$ cat src/hw/rv_settings.svh
/* core sizing; only RV32 with 32 registers is supported by the decoder
   and the reset PC must be word aligned */
`ifndef RV_SETTINGS_SVH
`define RV_SETTINGS_SVH

// data and address width
`define RV_XLEN 32

// architectural registers, x0 included
`define RV_NREGS 32

// first fetch address after reset
`define RV_RESET_PC 32'h0000_0000

`endif
$ cat src/hw/rv_pkg.sv
/* shared types of the core; needs rv_settings.svh on the include path */
`default_nettype none

`include "rv_settings.svh"

package rv_pkg;

  localparam int unsigned XLEN = `RV_XLEN;
  localparam int unsigned NREGS = `RV_NREGS;

  typedef logic [XLEN-1:0] word_t;
  typedef logic [$clog2(NREGS)-1:0] reg_addr_t;

  localparam word_t RESET_PC = word_t'(`RV_RESET_PC);

  typedef enum logic [2:0] {
    alu_add,
    alu_sub,
    alu_and,
    alu_or,
    alu_xor,
    alu_pass_b
  } alu_op_t;

  // major opcodes kept by the decoder
  localparam logic [6:0] opc_op     = 7'b0110011;
  localparam logic [6:0] opc_op_imm = 7'b0010011;
  localparam logic [6:0] opc_load   = 7'b0000011;
  localparam logic [6:0] opc_store  = 7'b0100011;

  typedef logic [31:0] fetch_rsp_t;

  typedef struct packed {
    word_t addr;
    word_t wdata;
    logic  write;
  } mem_req_t;

  typedef struct packed {
    reg_addr_t rs1;
    reg_addr_t rs2;
    word_t     rs1_data;
    word_t     rs2_data;
    word_t     imm;
    logic      use_imm;
    alu_op_t   alu_op;
    logic      is_load;
    logic      is_store;
    reg_addr_t rd;
    logic      rd_write;
  } id_ex_t;

  typedef struct packed {
    word_t     result;
    word_t     store_data;
    logic      is_load;
    logic      is_store;
    reg_addr_t rd;
    logic      rd_write;
  } ex_mem_t;

  typedef struct packed {
    word_t     wb_data;
    reg_addr_t rd;
    logic      rd_write;
  } mem_wb_t;

endpackage

`default_nettype wire

$ cat src/hw/rv_core.sv
/* five stage RV32 subset core without branches; both memory ports use a
   valid/ready handshake with read data in the ready cycle */
`timescale 1ns/1ns
`default_nettype none

module rv_core import rv_pkg::*; (
  input  logic       clock,
  input  logic       reset,
  output logic       fetch_valid,
  output word_t      fetch_addr,
  input  logic       fetch_ready,
  input  fetch_rsp_t fetch_data,
  output logic       mem_valid,
  output mem_req_t   mem_req,
  input  logic       mem_ready,
  input  word_t      mem_rdata
);

  logic    fetch_enable;
  logic    fetch_advance;
  logic    id_advance;
  logic    ex_advance;
  logic    mem_advance;
  logic    wb_advance;
  logic    id_valid;
  logic    ex_valid;
  logic    mem_valid_stage;
  logic    wb_valid;
  logic    mem_enable;
  logic    mem_is_access;
  logic    wb_write;
  word_t   id_inst;
  id_ex_t  id_out;
  id_ex_t  ex_q;
  ex_mem_t ex_out;
  ex_mem_t mem_q;
  mem_wb_t wb_out;
  mem_wb_t wb_q;

  // retiring item writes the register file once
  assign wb_write = wb_advance && wb_q.rd_write;

  pipe_control u_pipe_control (
    .clock           (clock),
    .reset           (reset),
    .fetch_ready     (fetch_ready),
    .mem_ready       (mem_ready),
    .ex_is_load      (ex_q.is_load),
    .ex_rd           (ex_q.rd),
    .id_rs1          (id_out.rs1),
    .id_rs2          (id_out.rs2),
    .mem_is_access   (mem_is_access),
    .fetch_advance   (fetch_advance),
    .id_advance      (id_advance),
    .ex_advance      (ex_advance),
    .mem_advance     (mem_advance),
    .wb_advance      (wb_advance),
    .id_valid        (id_valid),
    .ex_valid        (ex_valid),
    .mem_valid_stage (mem_valid_stage),
    .wb_valid        (wb_valid),
    .fetch_enable    (fetch_enable),
    .mem_enable      (mem_enable)
  );

  fetch_unit u_fetch (
    .clock         (clock),
    .reset         (reset),
    .fetch_enable  (fetch_enable),
    .fetch_advance (fetch_advance),
    .fetch_ready   (fetch_ready),
    .fetch_data    (fetch_data),
    .fetch_valid   (fetch_valid),
    .fetch_addr    (fetch_addr),
    .id_inst       (id_inst)
  );

  decode_unit u_decode (
    .clock    (clock),
    .reset    (reset),
    .id_inst  (id_inst),
    .id_valid (id_valid),
    .wb_rd    (wb_q.rd),
    .wb_write (wb_write),
    .wb_data  (wb_q.wb_data),
    .id_out   (id_out)
  );

  stage_reg #(.payload_t(id_ex_t)) u_id_ex (
    .clock   (clock),
    .advance (id_advance),
    .d       (id_out),
    .q       (ex_q)
  );

  execute_unit u_execute (
    .ex_in         (ex_q),
    .ex_valid      (ex_valid),
    .mem_fwd       (mem_q),
    .mem_fwd_valid (mem_valid_stage),
    .wb_fwd        (wb_q),
    .wb_fwd_valid  (wb_valid),
    .ex_out        (ex_out)
  );

  stage_reg #(.payload_t(ex_mem_t)) u_ex_mem (
    .clock   (clock),
    .advance (ex_advance),
    .d       (ex_out),
    .q       (mem_q)
  );

  mem_unit u_mem (
    .mem_in        (mem_q),
    .mem_enable    (mem_enable),
    .mem_rdata     (mem_rdata),
    .mem_valid     (mem_valid),
    .mem_req       (mem_req),
    .mem_is_access (mem_is_access),
    .wb_out        (wb_out)
  );

  stage_reg #(.payload_t(mem_wb_t)) u_mem_wb (
    .clock   (clock),
    .advance (mem_advance),
    .d       (wb_out),
    .q       (wb_q)
  );

endmodule

`default_nettype wire

$ cat src/hw/mem_unit.sv
/* word accesses only; the request is held by the stage register until
   mem_ready, and load data is taken in that same cycle */
`timescale 1ns/1ns
`default_nettype none

module mem_unit import rv_pkg::*; (
  input  ex_mem_t  mem_in,
  input  logic     mem_enable,
  input  word_t    mem_rdata,
  output logic     mem_valid,
  output mem_req_t mem_req,
  output logic     mem_is_access,
  output mem_wb_t  wb_out
);

  assign mem_is_access = mem_in.is_load || mem_in.is_store;
  assign mem_valid     = mem_enable;

  always_comb begin
    mem_req = '0;
    if (mem_enable) begin
      mem_req.addr  = mem_in.result;
      mem_req.wdata = mem_in.store_data;
      mem_req.write = mem_in.is_store;
    end
  end

  // loaded word or ALU result
  always_comb begin
    wb_out.wb_data  = mem_in.is_load ? mem_rdata : mem_in.result;
    wb_out.rd       = mem_in.rd;
    wb_out.rd_write = mem_in.rd_write;
  end

endmodule

`default_nettype wire

$ cat src/hw/execute_unit.sv
/* operand forwarding and ALU; a load is never forwarded from the memory
   stage since pipe_control keeps its user out of execute until it leaves */
`timescale 1ns/1ns
`default_nettype none

module execute_unit import rv_pkg::*; (
  input  id_ex_t  ex_in,
  input  logic    ex_valid,
  input  ex_mem_t mem_fwd,
  input  logic    mem_fwd_valid,
  input  mem_wb_t wb_fwd,
  input  logic    wb_fwd_valid,
  output ex_mem_t ex_out
);

  word_t op_a;
  word_t rs2_val;
  word_t alu_b;
  word_t alu_y;

  // newest producer first
  function automatic word_t fwd(reg_addr_t rs, word_t reg_val);
    if (rs == '0) begin
      return reg_val;
    end else if (mem_fwd_valid && mem_fwd.rd_write && mem_fwd.rd == rs) begin
      return mem_fwd.result;
    end else if (wb_fwd_valid && wb_fwd.rd_write && wb_fwd.rd == rs) begin
      return wb_fwd.wb_data;
    end
    return reg_val;
  endfunction

  always_comb begin
    op_a    = fwd(ex_in.rs1, ex_in.rs1_data);
    rs2_val = fwd(ex_in.rs2, ex_in.rs2_data);
    alu_b   = ex_in.use_imm ? ex_in.imm : rs2_val;
  end

  always_comb begin
    case (ex_in.alu_op)
      alu_add: alu_y = op_a + alu_b;
      alu_sub: alu_y = op_a - alu_b;
      alu_and: alu_y = op_a & alu_b;
      alu_or:  alu_y = op_a | alu_b;
      alu_xor: alu_y = op_a ^ alu_b;
      default: alu_y = alu_b;
    endcase
  end

  // result doubles as the address of loads and stores
  always_comb begin
    ex_out.result     = alu_y;
    ex_out.store_data = rs2_val;
    ex_out.is_load    = ex_in.is_load && ex_valid;
    ex_out.is_store   = ex_in.is_store && ex_valid;
    ex_out.rd         = ex_in.rd;
    ex_out.rd_write   = ex_in.rd_write && ex_valid;
  end

endmodule

`default_nettype wire

$ cat src/hw/decode_unit.sv
/* decodes ADD SUB AND OR XOR ADDI LW SW; anything else becomes a bubble
   that writes nothing; registers clear to zero on reset */
`timescale 1ns/1ns
`default_nettype none

module decode_unit import rv_pkg::*; (
  input  logic      clock,
  input  logic      reset,
  input  word_t     id_inst,
  input  logic      id_valid,
  input  reg_addr_t wb_rd,
  input  logic      wb_write,
  input  word_t     wb_data,
  output id_ex_t    id_out
);

  word_t     regs [NREGS];
  logic [6:0] opcode;
  logic [2:0] funct3;
  logic [6:0] funct7;
  reg_addr_t rs1;
  reg_addr_t rs2;
  reg_addr_t rd;
  word_t     imm_i;
  word_t     imm_s;
  word_t     rs1_val;
  word_t     rs2_val;
  alu_op_t   r_op;
  logic      r_ok;

  assign opcode = id_inst[6:0];
  assign rd     = id_inst[11:7];
  assign funct3 = id_inst[14:12];
  assign rs1    = id_inst[19:15];
  assign rs2    = id_inst[24:20];
  assign funct7 = id_inst[31:25];
  assign imm_i  = {{(XLEN-12){id_inst[31]}}, id_inst[31:20]};
  assign imm_s  = {{(XLEN-12){id_inst[31]}}, id_inst[31:25], id_inst[11:7]};

  // x0 reads zero, a same-cycle writeback goes straight to the read
  assign rs1_val = (rs1 == '0) ? '0 : (wb_write && wb_rd == rs1) ? wb_data : regs[rs1];
  assign rs2_val = (rs2 == '0) ? '0 : (wb_write && wb_rd == rs2) ? wb_data : regs[rs2];

  always_ff @(posedge clock) begin
    if (reset) begin
      for (int i = 0; i < NREGS; i++) begin
        regs[i] <= '0;
      end
    end else if (wb_write) begin
      regs[wb_rd] <= wb_data;
    end
  end

  // register-register ops
  always_comb begin
    r_ok = 1'b1;
    r_op = alu_add;
    case ({funct7, funct3})
      10'b0000000_000: r_op = alu_add;
      10'b0100000_000: r_op = alu_sub;
      10'b0000000_100: r_op = alu_xor;
      10'b0000000_110: r_op = alu_or;
      10'b0000000_111: r_op = alu_and;
      default:         r_ok = 1'b0;
    endcase
  end

  always_comb begin
    id_out          = '0;
    id_out.rs1_data = rs1_val;
    id_out.rs2_data = rs2_val;
    id_out.imm      = imm_i;
    id_out.alu_op   = alu_pass_b;
    id_out.rd       = rd;
    case (opcode)
      opc_op: begin
        if (r_ok) begin
          id_out.rs1      = rs1;
          id_out.rs2      = rs2;
          id_out.alu_op   = r_op;
          id_out.rd_write = 1'b1;
        end
      end
      opc_op_imm, opc_load: begin
        if (funct3 == ((opcode == opc_load) ? 3'b010 : 3'b000)) begin
          id_out.rs1      = rs1;
          id_out.use_imm  = 1'b1;
          id_out.alu_op   = alu_add;
          id_out.is_load  = (opcode == opc_load);
          id_out.rd_write = 1'b1;
        end
      end
      opc_store: begin
        if (funct3 == 3'b010) begin
          id_out.rs1      = rs1;
          id_out.rs2      = rs2;
          id_out.imm      = imm_s;
          id_out.use_imm  = 1'b1;
          id_out.alu_op   = alu_add;
          id_out.is_store = 1'b1;
        end
      end
      default: ;
    endcase
    id_out.rd_write = id_out.rd_write && id_valid;
  end

endmodule

`default_nettype wire

$ cat src/hw/fetch_unit.sv
/* sequential fetch only; the request is raised while decode can take the
   word, and the PC steps by 4 on each completed transfer */
`timescale 1ns/1ns
`default_nettype none

module fetch_unit import rv_pkg::*; (
  input  logic       clock,
  input  logic       reset,
  input  logic       fetch_enable,
  input  logic       fetch_advance,
  input  logic       fetch_ready,
  input  fetch_rsp_t fetch_data,
  output logic       fetch_valid,
  output word_t      fetch_addr,
  output word_t      id_inst
);

  word_t pc;
  logic  transfer;

  assign fetch_valid = fetch_enable && fetch_advance;
  assign fetch_addr  = pc;
  assign transfer    = fetch_valid && fetch_ready;

  always_ff @(posedge clock) begin
    if (reset) begin
      pc <= RESET_PC;
    end else if (transfer) begin
      pc <= pc + word_t'(4);
    end
  end

  // instruction word for decode
  always_ff @(posedge clock) begin
    if (transfer) begin
      id_inst <= word_t'(fetch_data);
    end
  end

endmodule

`default_nettype wire

$ cat src/hw/pipe_control.sv
/* stage valid bits and handshakes; execute and memory move in lockstep,
   so execute never fills a bubble while the memory stage is blocked */
`timescale 1ns/1ns
`default_nettype none

module pipe_control import rv_pkg::*; (
  input  logic      clock,
  input  logic      reset,
  input  logic      fetch_ready,
  input  logic      mem_ready,
  input  logic      ex_is_load,
  input  reg_addr_t ex_rd,
  input  reg_addr_t id_rs1,
  input  reg_addr_t id_rs2,
  input  logic      mem_is_access,
  output logic      fetch_advance,
  output logic      id_advance,
  output logic      ex_advance,
  output logic      mem_advance,
  output logic      wb_advance,
  output logic      id_valid,
  output logic      ex_valid,
  output logic      mem_valid_stage,
  output logic      wb_valid,
  output logic      fetch_enable,
  output logic      mem_enable
);

  logic fetch_run;
  logic wb_retire;
  logic load_use;
  logic fetch_done;
  logic mem_ready_go;
  logic mem_allowin;
  logic ex_allowin;
  logic id_allowin;

  // load in execute feeding the instruction in decode
  assign load_use = ex_valid && ex_is_load && (ex_rd != '0) &&
                    ((ex_rd == id_rs1) || (ex_rd == id_rs2));

  assign mem_ready_go = !mem_is_access || mem_ready;
  assign mem_allowin  = !mem_valid_stage || mem_ready_go;
  assign ex_allowin   = mem_allowin;
  assign id_allowin   = !id_valid || (!load_use && ex_allowin);

  assign fetch_enable  = fetch_run;
  assign fetch_advance = id_allowin;
  assign fetch_done    = fetch_enable && fetch_advance && fetch_ready;
  assign id_advance    = id_valid && !load_use && ex_allowin;
  assign ex_advance    = ex_valid && mem_allowin;
  assign mem_advance   = mem_valid_stage && mem_ready_go;
  assign wb_advance    = wb_retire;
  assign mem_enable    = mem_valid_stage && mem_is_access;

  always_ff @(posedge clock) begin
    if (reset) begin
      fetch_run       <= 1'b0;
      id_valid        <= 1'b0;
      ex_valid        <= 1'b0;
      mem_valid_stage <= 1'b0;
      wb_valid        <= 1'b0;
      wb_retire       <= 1'b0;
    end else begin
      fetch_run <= 1'b1;
      if (id_allowin) begin
        id_valid <= fetch_done;
      end
      if (ex_allowin) begin
        ex_valid <= id_advance;
      end
      if (mem_allowin) begin
        mem_valid_stage <= ex_advance;
      end
      // writeback keeps its last item for forwarding until replaced
      wb_retire <= mem_advance;
      if (mem_advance) begin
        wb_valid <= 1'b1;
      end
    end
  end

endmodule

`default_nettype wire

$ cat src/hw/stage_reg.sv
/* payload register between stages; no reset, the valid bits live in
   pipe_control */
`timescale 1ns/1ns
`default_nettype none

module stage_reg #(
  parameter type payload_t = logic
) (
  input  logic     clock,
  input  logic     advance,
  input  payload_t d,
  output payload_t q
);

  always_ff @(posedge clock) begin
    if (advance) begin
      q <= d;
    end
  end

endmodule

`default_nettype wire

$ cat config.mk
export PLATFORM = sky130hd
export DESIGN_NAME = rv_core
export DESIGN_NICKNAME = d
export VERILOG_FILES = /design/src/hw/rv_pkg.sv /design/src/hw/rv_core.sv /design/src/hw/mem_unit.sv /design/src/hw/execute_unit.sv /design/src/hw/decode_unit.sv /design/src/hw/fetch_unit.sv /design/src/hw/pipe_control.sv /design/src/hw/stage_reg.sv
export VERILOG_INCLUDE_DIRS = /design/src /design/src/hw
export SDC_FILE = /design/constraint.sdc
export NUM_CORES = 2
export LEC_CHECK = 0
export BUFFER_PORTS_ARGS = -buffer_cell sky130_fd_sc_hd__buf_2
export CAP_MARGIN = 20
export CORE_AREA = 2 2 422 319
export DETAILED_ROUTE_END_ITERATION = 12
export DIE_AREA = 0 0 424 321
export PLACE_DENSITY = 0.71
export SYNTH_ARGS = -nofsm -noshare
export SYNTH_HDL_FRONTEND = slang
export SYNTH_SLANG_ARGS = --single-unit
$ cat constraint.sdc
create_clock -name clock -period 12.9 [get_ports clock]
set_input_delay 1.935 -clock clock [delete_from_list [all_inputs] [get_ports clock]]
set_output_delay 1.935 -clock clock [all_outputs]
set_load 0.01 [all_outputs]
=== Yosys cells after proc, flatten, opt, wreduce, memory -nomap -nowiden ===
Memories as Yosys holds them, arrays and structs flattened. A register that Yosys moved wholly into a read port is not among the register bits.
Index checks and enable logic that the tools add are counted.

* Flip-flop bits (word level): 278
* Output and inout bits: 99
* Input port bits: 68
* RAM bits: 1,024
* Word-level logic and storage cells: 149
* Memories kept: 1

{| class="wikitable"
|+ Memories
! name !! depth !! bits a word !! rd ports !! clocked after Yosys merged registers in !! write ports !! RTL line !! text
|-
| u_decode.regs || 32 || 32 || 2 || 2 || 32 || decode_unit.sv:17 || <nowiki>word_t regs [NREGS];</nowiki>
|}

* Equality and inequality tests: 22
* Add/sub/neg operators: 3
* Bitwise logic cells: 3
* Reductions and logical operators: 43
* Muxes and demuxes: 49

{| class="wikitable"
|+ Operators with widths
! kind !! number
|-
| $mux 32 || 13
|-
| $pmux 32 s5 || 1
|-
| $mux 65 || 1
|-
| $eq 5x5->1 || 8
|-
| $add 32x3->32 const B || 1
|-
| $add 32x32->32 || 1
|-
| $and 32x32->32 || 1
|-
| $or 32x32->32 || 1
|-
| $reduce_or 32->1 || 1
|-
| $sub 32x32->32 || 1
|-
| $xor 32x32->32 || 1
|-
| $eq 10x3->1 const B || 3
|-
| $mux 5 || 6
|-
| $logic_and 1x1->1 || 23
|-
| $logic_not 5->1 || 4
|-
| $mux 10 || 2
|-
| $mux 1 || 17
|-
| $pmux 5 s3 || 1
|-
| $eq 7x6->1 const B || 2
|-
| $pmux 3 s4 || 1
|-
| $eq 10x9->1 const B || 1
|-
| $logic_not 10->1 || 1
|-
| $pmux 5 s2 || 1
|-
| $eq 3x2->1 const B || 3
|-
| 17 further kinds || 25
|}

=== Depth between registers and ports, before layout ===
* Depth in word-level cells: 14
* Mapped depth: 25
* Mapped depth without buffers: 23

=== Modules after synthesis ===
From an unflattened synthesis, not the netlist that was laid out.

* Cells, all modules: 5,608
* Area total of the unflattened synthesis: 73,665.7 µm²

{| class="wikitable"
|+ By module, submodules not included
! module !! seq. area each (µm²) !! area each (µm²) !! times used !! cells an instance
|-
| decode_unit || 30,749.5 || 55,871.1 || 1 || 3,972
|-
| execute_unit || 0.0 || 7,099.3 || 1 || 1,040
|-
| stage_reg at u_id_ex || 3,543.4 || 3,543.4 || 1 || 118
|-
| fetch_unit || 1,561.5 || 2,423.6 || 1 || 204
|-
| stage_reg at u_ex_mem || 2,162.1 || 2,162.1 || 1 || 72
|-
| stage_reg at u_mem_wb || 1,141.1 || 1,141.1 || 1 || 38
|-
| mem_unit || 0.0 || 1,039.7 || 1 || 116
|-
| pipe_control || 120.1 || 379.1 || 1 || 47
|-
| rv_core || 0.0 || 6.3 || 1 || 1
|}

=== Worst setup path after synthesis ===
OpenSTA, ideal clock, no wires.

* Path type: in2reg
* Start point: in mem_ready
* End point: reg u_id_ex.q[0] (netlist name), enable pin
* Data arrival time: 9.209 ns
* Library setup time: 0.697 ns
* Buffers on the path: 0
* Slack: 2.993 ns
* Required time: 12.203 ns
* Cell stages on the path: 2
* Cell sequence: nor2b_1 > nor3b_1

* Cells in the longest elaborated chain, start to end: 3

{| class="wikitable"
|+ RTL lines
! item !! RTL line !! text
|-
| start: declaration || rv_core.sv:15 || <nowiki>input logic mem_ready,</nowiki>
|-
| $logic_or 1x1->1 || pipe_control.sv:42 || <nowiki>assign mem_ready_go = !mem_is_access || mem_ready;</nowiki>
|-
| $logic_or 1x1->1 || pipe_control.sv:43 || <nowiki>assign mem_allowin = !mem_valid_stage || mem_ready_go;</nowiki>
|-
| $logic_and 1x1->1 || pipe_control.sv:50 || <nowiki>assign id_advance = id_valid && !load_use && ex_allowin;</nowiki>
|-
| via id_advance || rv_core.sv:21 || <nowiki>logic id_advance;</nowiki>
|-
| end signal: assignment || stage_reg.sv:17 || <nowiki>q <= d;</nowiki>
|-
| end: declaration || stage_reg.sv:12 || <nowiki>output payload_t q</nowiki>
|}

The timed path passes the listed nets, and every way through them passes these cells.
A chain may end at the register's enable or synchronous reset.

==> impl_metrics.yaml <==
route:
  routed_wirelength_um: 219000
  num_vias: 46300
  viasPerCell: 6.73
  ant_nets: 0
  initialDrtViolationCount: 7637
  wire_per_inst_um: 31.8
  drtPass1Iterations: 5
  drc: 0
cts:
  tritoncts: "done"
  clk_path_buf_depth: 3
  cts.repair.resized: 0
  clk_latency_ns: 0.78
  cts.sinks: 1310
  cts_setup_buffers: 0
  path_clk_slew_ns: 0.08
  root_buffer: "clkbuf_16"
  numCtsBuffers: 131
  htreeDepth: 4
  ctsHoldBuffers: 0
critical_path:
  critical-path-max-stage-delay_ns: 0.63
  path_delay_family: "compound AO/OA/AOI/OAI gates"
  cp.required_ns: 13.49
  arrival_ns: 8.27
  worstSetupPathDepth: 24
  cp_num_buf_inv: 1
  crit_top_cell: "o21ai_0"
  cp-start-kind: "flip-flop"
  crit_path_start: "u_id_ex.q[109]"
  slowest_stage: "nor3b_1"
  path_class: "reg -> reg"
  reg2regPathDepth: 24
  crit_fanout: 27
  cp_cell_sequence: "xor2_1 -> nor4_1 -> nand2_2 -> a21oi_4 -> buf_4 -> mux2_2 -> a21boi_0 -> and3_1 -> nor3b_1 -> and2b_1 -> nor2_1 -> xnor2_1 -> ha_1 -> o21ai_0 -> nor3_1 -> o41ai_1 -> o21ai_0 -> a21boi_0 -> o211a_1 -> nor2_1 -> a31oi_1 -> o21ai_0 -> xnor2_1 -> a221oi_1"
  endpoint_kind: "flip-flop"
  r2r-start: "u_id_ex.q[109]"
power:
  power_frac_comb_pct: 11.0
  switchingPower_mw: 2.39
  leakage_nw: 28.6
  clock_power_share_pct: 38.6
  finalPower_mw: 9.74
  p_sw_share_pct: 24.5
  p_int_mw: 7.35
  power.density_nw_per_um2: 123
  seqPwrFrac_pct: 50.5
  vdd_drop_max_mv: 0.129
worst_hold_path:
  hold_class: "reg -> reg"
  min_path_cells: 0
  worstHoldStart: "u_fetch.id_inst[29]"
sta:
  fin_crit_ns: 7.68
  period_share_pct: 59.5
  finClkSkew_ns: 0.0345
  slew_viol_final: 0
  hold_violations: 0
  slew_headroom_pct: 19.3
  fmax_mhz: 130
  setup_viol: 0
  grt_setup_unrepaired: "false"
  worstMarginPinSlew_ns: 1.21
  fin_setup_tns_ns: 0
layout:
  syn2layout_area_growth_pct: 9.89
  drive_above_1_share_pct: 25.2
  finish.net_count: 5178
  fillers: 9916
  fin_cells: 6885
  final_common_cell: "edfxtp_1"
  final_cell_mix: "edfxtp_1, and2_1, mux4_2"
  fin_util_pct: 59.9
placed_design:
  gp_congestion: 0.964
  port_buffers: 164
  hpwl_um: 133000
  placedCellCount: 6637
yosys:
  synth-edff-count: 1264
  synth.area.top_cells: "edfxtp_1, mux4_2, and2_1"
  synth_flop_cell: "edfxtp_1"
  ys_seq_area_share_pct: 53.9
  synth_area_per_cell_um2: 14.2
  synth_top_area_cell: "edfxtp_1"
  netlist_instances: 5073
  yosysUniqueCellTypes: 90
  syn_area_um2: 72200
  async_reset_ff_share_pct: 0
  synth_top_cell_area_share_pct: 52.6
  yosysWarnings: 0
  ys_seq_elements: 1310
grt:
  grt_pass1_wl_um: 314000
  grt_pass1_vias: 44800
  antenna_found_initial: 17
  grt_remaining_overflow: 0
  grt_max_degree: 132
  grt_use_total_pct: 32.1
flow_run:
  drv_cap: 0
die:
  fp.dieH_um: 321
  initial_core_util_pct: 54.5
  die-area_um2: 136000
  row_count: 116
  fp.coreArea_um2: 132000
  io_pins: 167
  die_w_um: 424
outcome:
  outcome: "completed"
-- logic make-up after synthesis --
group,after synthesis,share of synthesized area (%)
AND/OR/NAND/NOR,1663,13.1
multiplexers,795,22.2
buffers and inverters,616,3.29
other,1,0.00519
adder cells (fa/ha/maj),99,1.73
AO/OA/AOI/OAI,473,4.45
flip-flops,1310,53.9
XOR/XNOR,116,1.41
-- registers in the layout, indices dropped and copies added, names as in the netlist, named ones only --
signal	cells
u_mem_wb.q	38
u_pipe_control.fetch_enable	1
u_id_ex.q	98
u_pipe_control.mem_valid_stage	1
u_pipe_control.id_valid	1
u_decode.regs	1024
u_pipe_control.wb_valid	1
u_fetch.fetch_addr	30
u_fetch.id_inst	32
u_pipe_control.wb_advance	1
u_pipe_control.ex_valid	1
u_ex_mem.q	72
-- synth_stat cells (all sizes together) (5+ instances only) --
cell type	number
a211oi	71
a21o	39
a21oi	94
a221o	5
a22oi	33
a31oi	8
and2	1079
and3	6
buf	89
clkbuf	415
dfxtp	46
edfxtp	1264
ha	98
inv	111
mux2	43
mux2i	112
mux4	640
nand2	143
nand2b	8
nand3	18
nand3b	6
nand4	18
nor2	254
nor2b	13
nor3	66
nor4	15
o21a	40
o21ai	77
o21bai	7
o22a	7
o22ai	48
or3	12
xnor2	89
xor2	27
-- through the flow --
step	instance area (µm²)	hold slack, ns	setup WS, ns
floorplan	72200	0.426	2.99
global placement	74900	0.437	5.60
detailed placement	75000	0.450	5.48
CTS	79100	0.452	5.44
global route	79300	0.479	4.66
finish	79300	0.454	5.22
-- worst paths after layout --
check	endpoint	slack, ns
max	u_ex_mem.q[70]	5.22
min	u_id_ex.q[21]	0.45
max reg2reg	u_ex_mem.q[70]	5.22
min reg2reg	u_id_ex.q[21]	0.45
-- area by class of cell --
| type | instances | area (µm²) | area share, % |
|---|---|---|---|
| diodes | 3 | 7.51 | 0.00946 |
| clock buffers | 163 | 3480 | 4.39 |
| clock inverters | 71 | 566 | 0.713 |
| inverters | 112 | 420 | 0.530 |
| multi-input cells | 3148 | 31500 | 39.7 |
| flip-flops and latches | 1310 | 38900 | 49.0 |
| well taps | 1770 | 2210 | 2.79 |
| repair buffers | 308 | 2200 | 2.77 |
-- worst register-to-register path, cell delays in order, from the launching register on --
cell      delay, ns
edfxtp_1       0.43
xor2_1         0.20
nor4_1         0.51
nand2_2        0.43
a21oi_4        0.22
buf_4          0.37
mux2_2         0.40
a21boi_0       0.47
and3_1         0.39
nor3b_1        0.63
and2b_1        0.28
nor2_1         0.07
xnor2_1        0.13
ha_1           0.35
o21ai_0        0.36
nor3_1         0.10
o41ai_1        0.28
o21ai_0        0.25
a21boi_0       0.48
o211a_1        0.23
nor2_1         0.08
a31oi_1        0.26
o21ai_0        0.16
xnor2_1        0.14
a221oi_1       0.25
-- power by group through the flow --
stage	clock (mW)	combinational [mW]	sequential (mW)
after floorplan	0	0.746	4.94
final	3.76	1.07	4.92
after detailed placement	0	1.05	5.00
after global placement	0	1.04	4.99
after CTS	3.78	1.06	4.91
after global routing	3.94	1.11	4.93
-- routing by layer --
layer	share of wire [%]	GRT usage, %
met3	13	7.65
met1	39	47.6
met4	3.8	12.0
met2	44	46.4
met5	0.047	0.390
No activity file was read; power rests on OpenSTA's default activity.
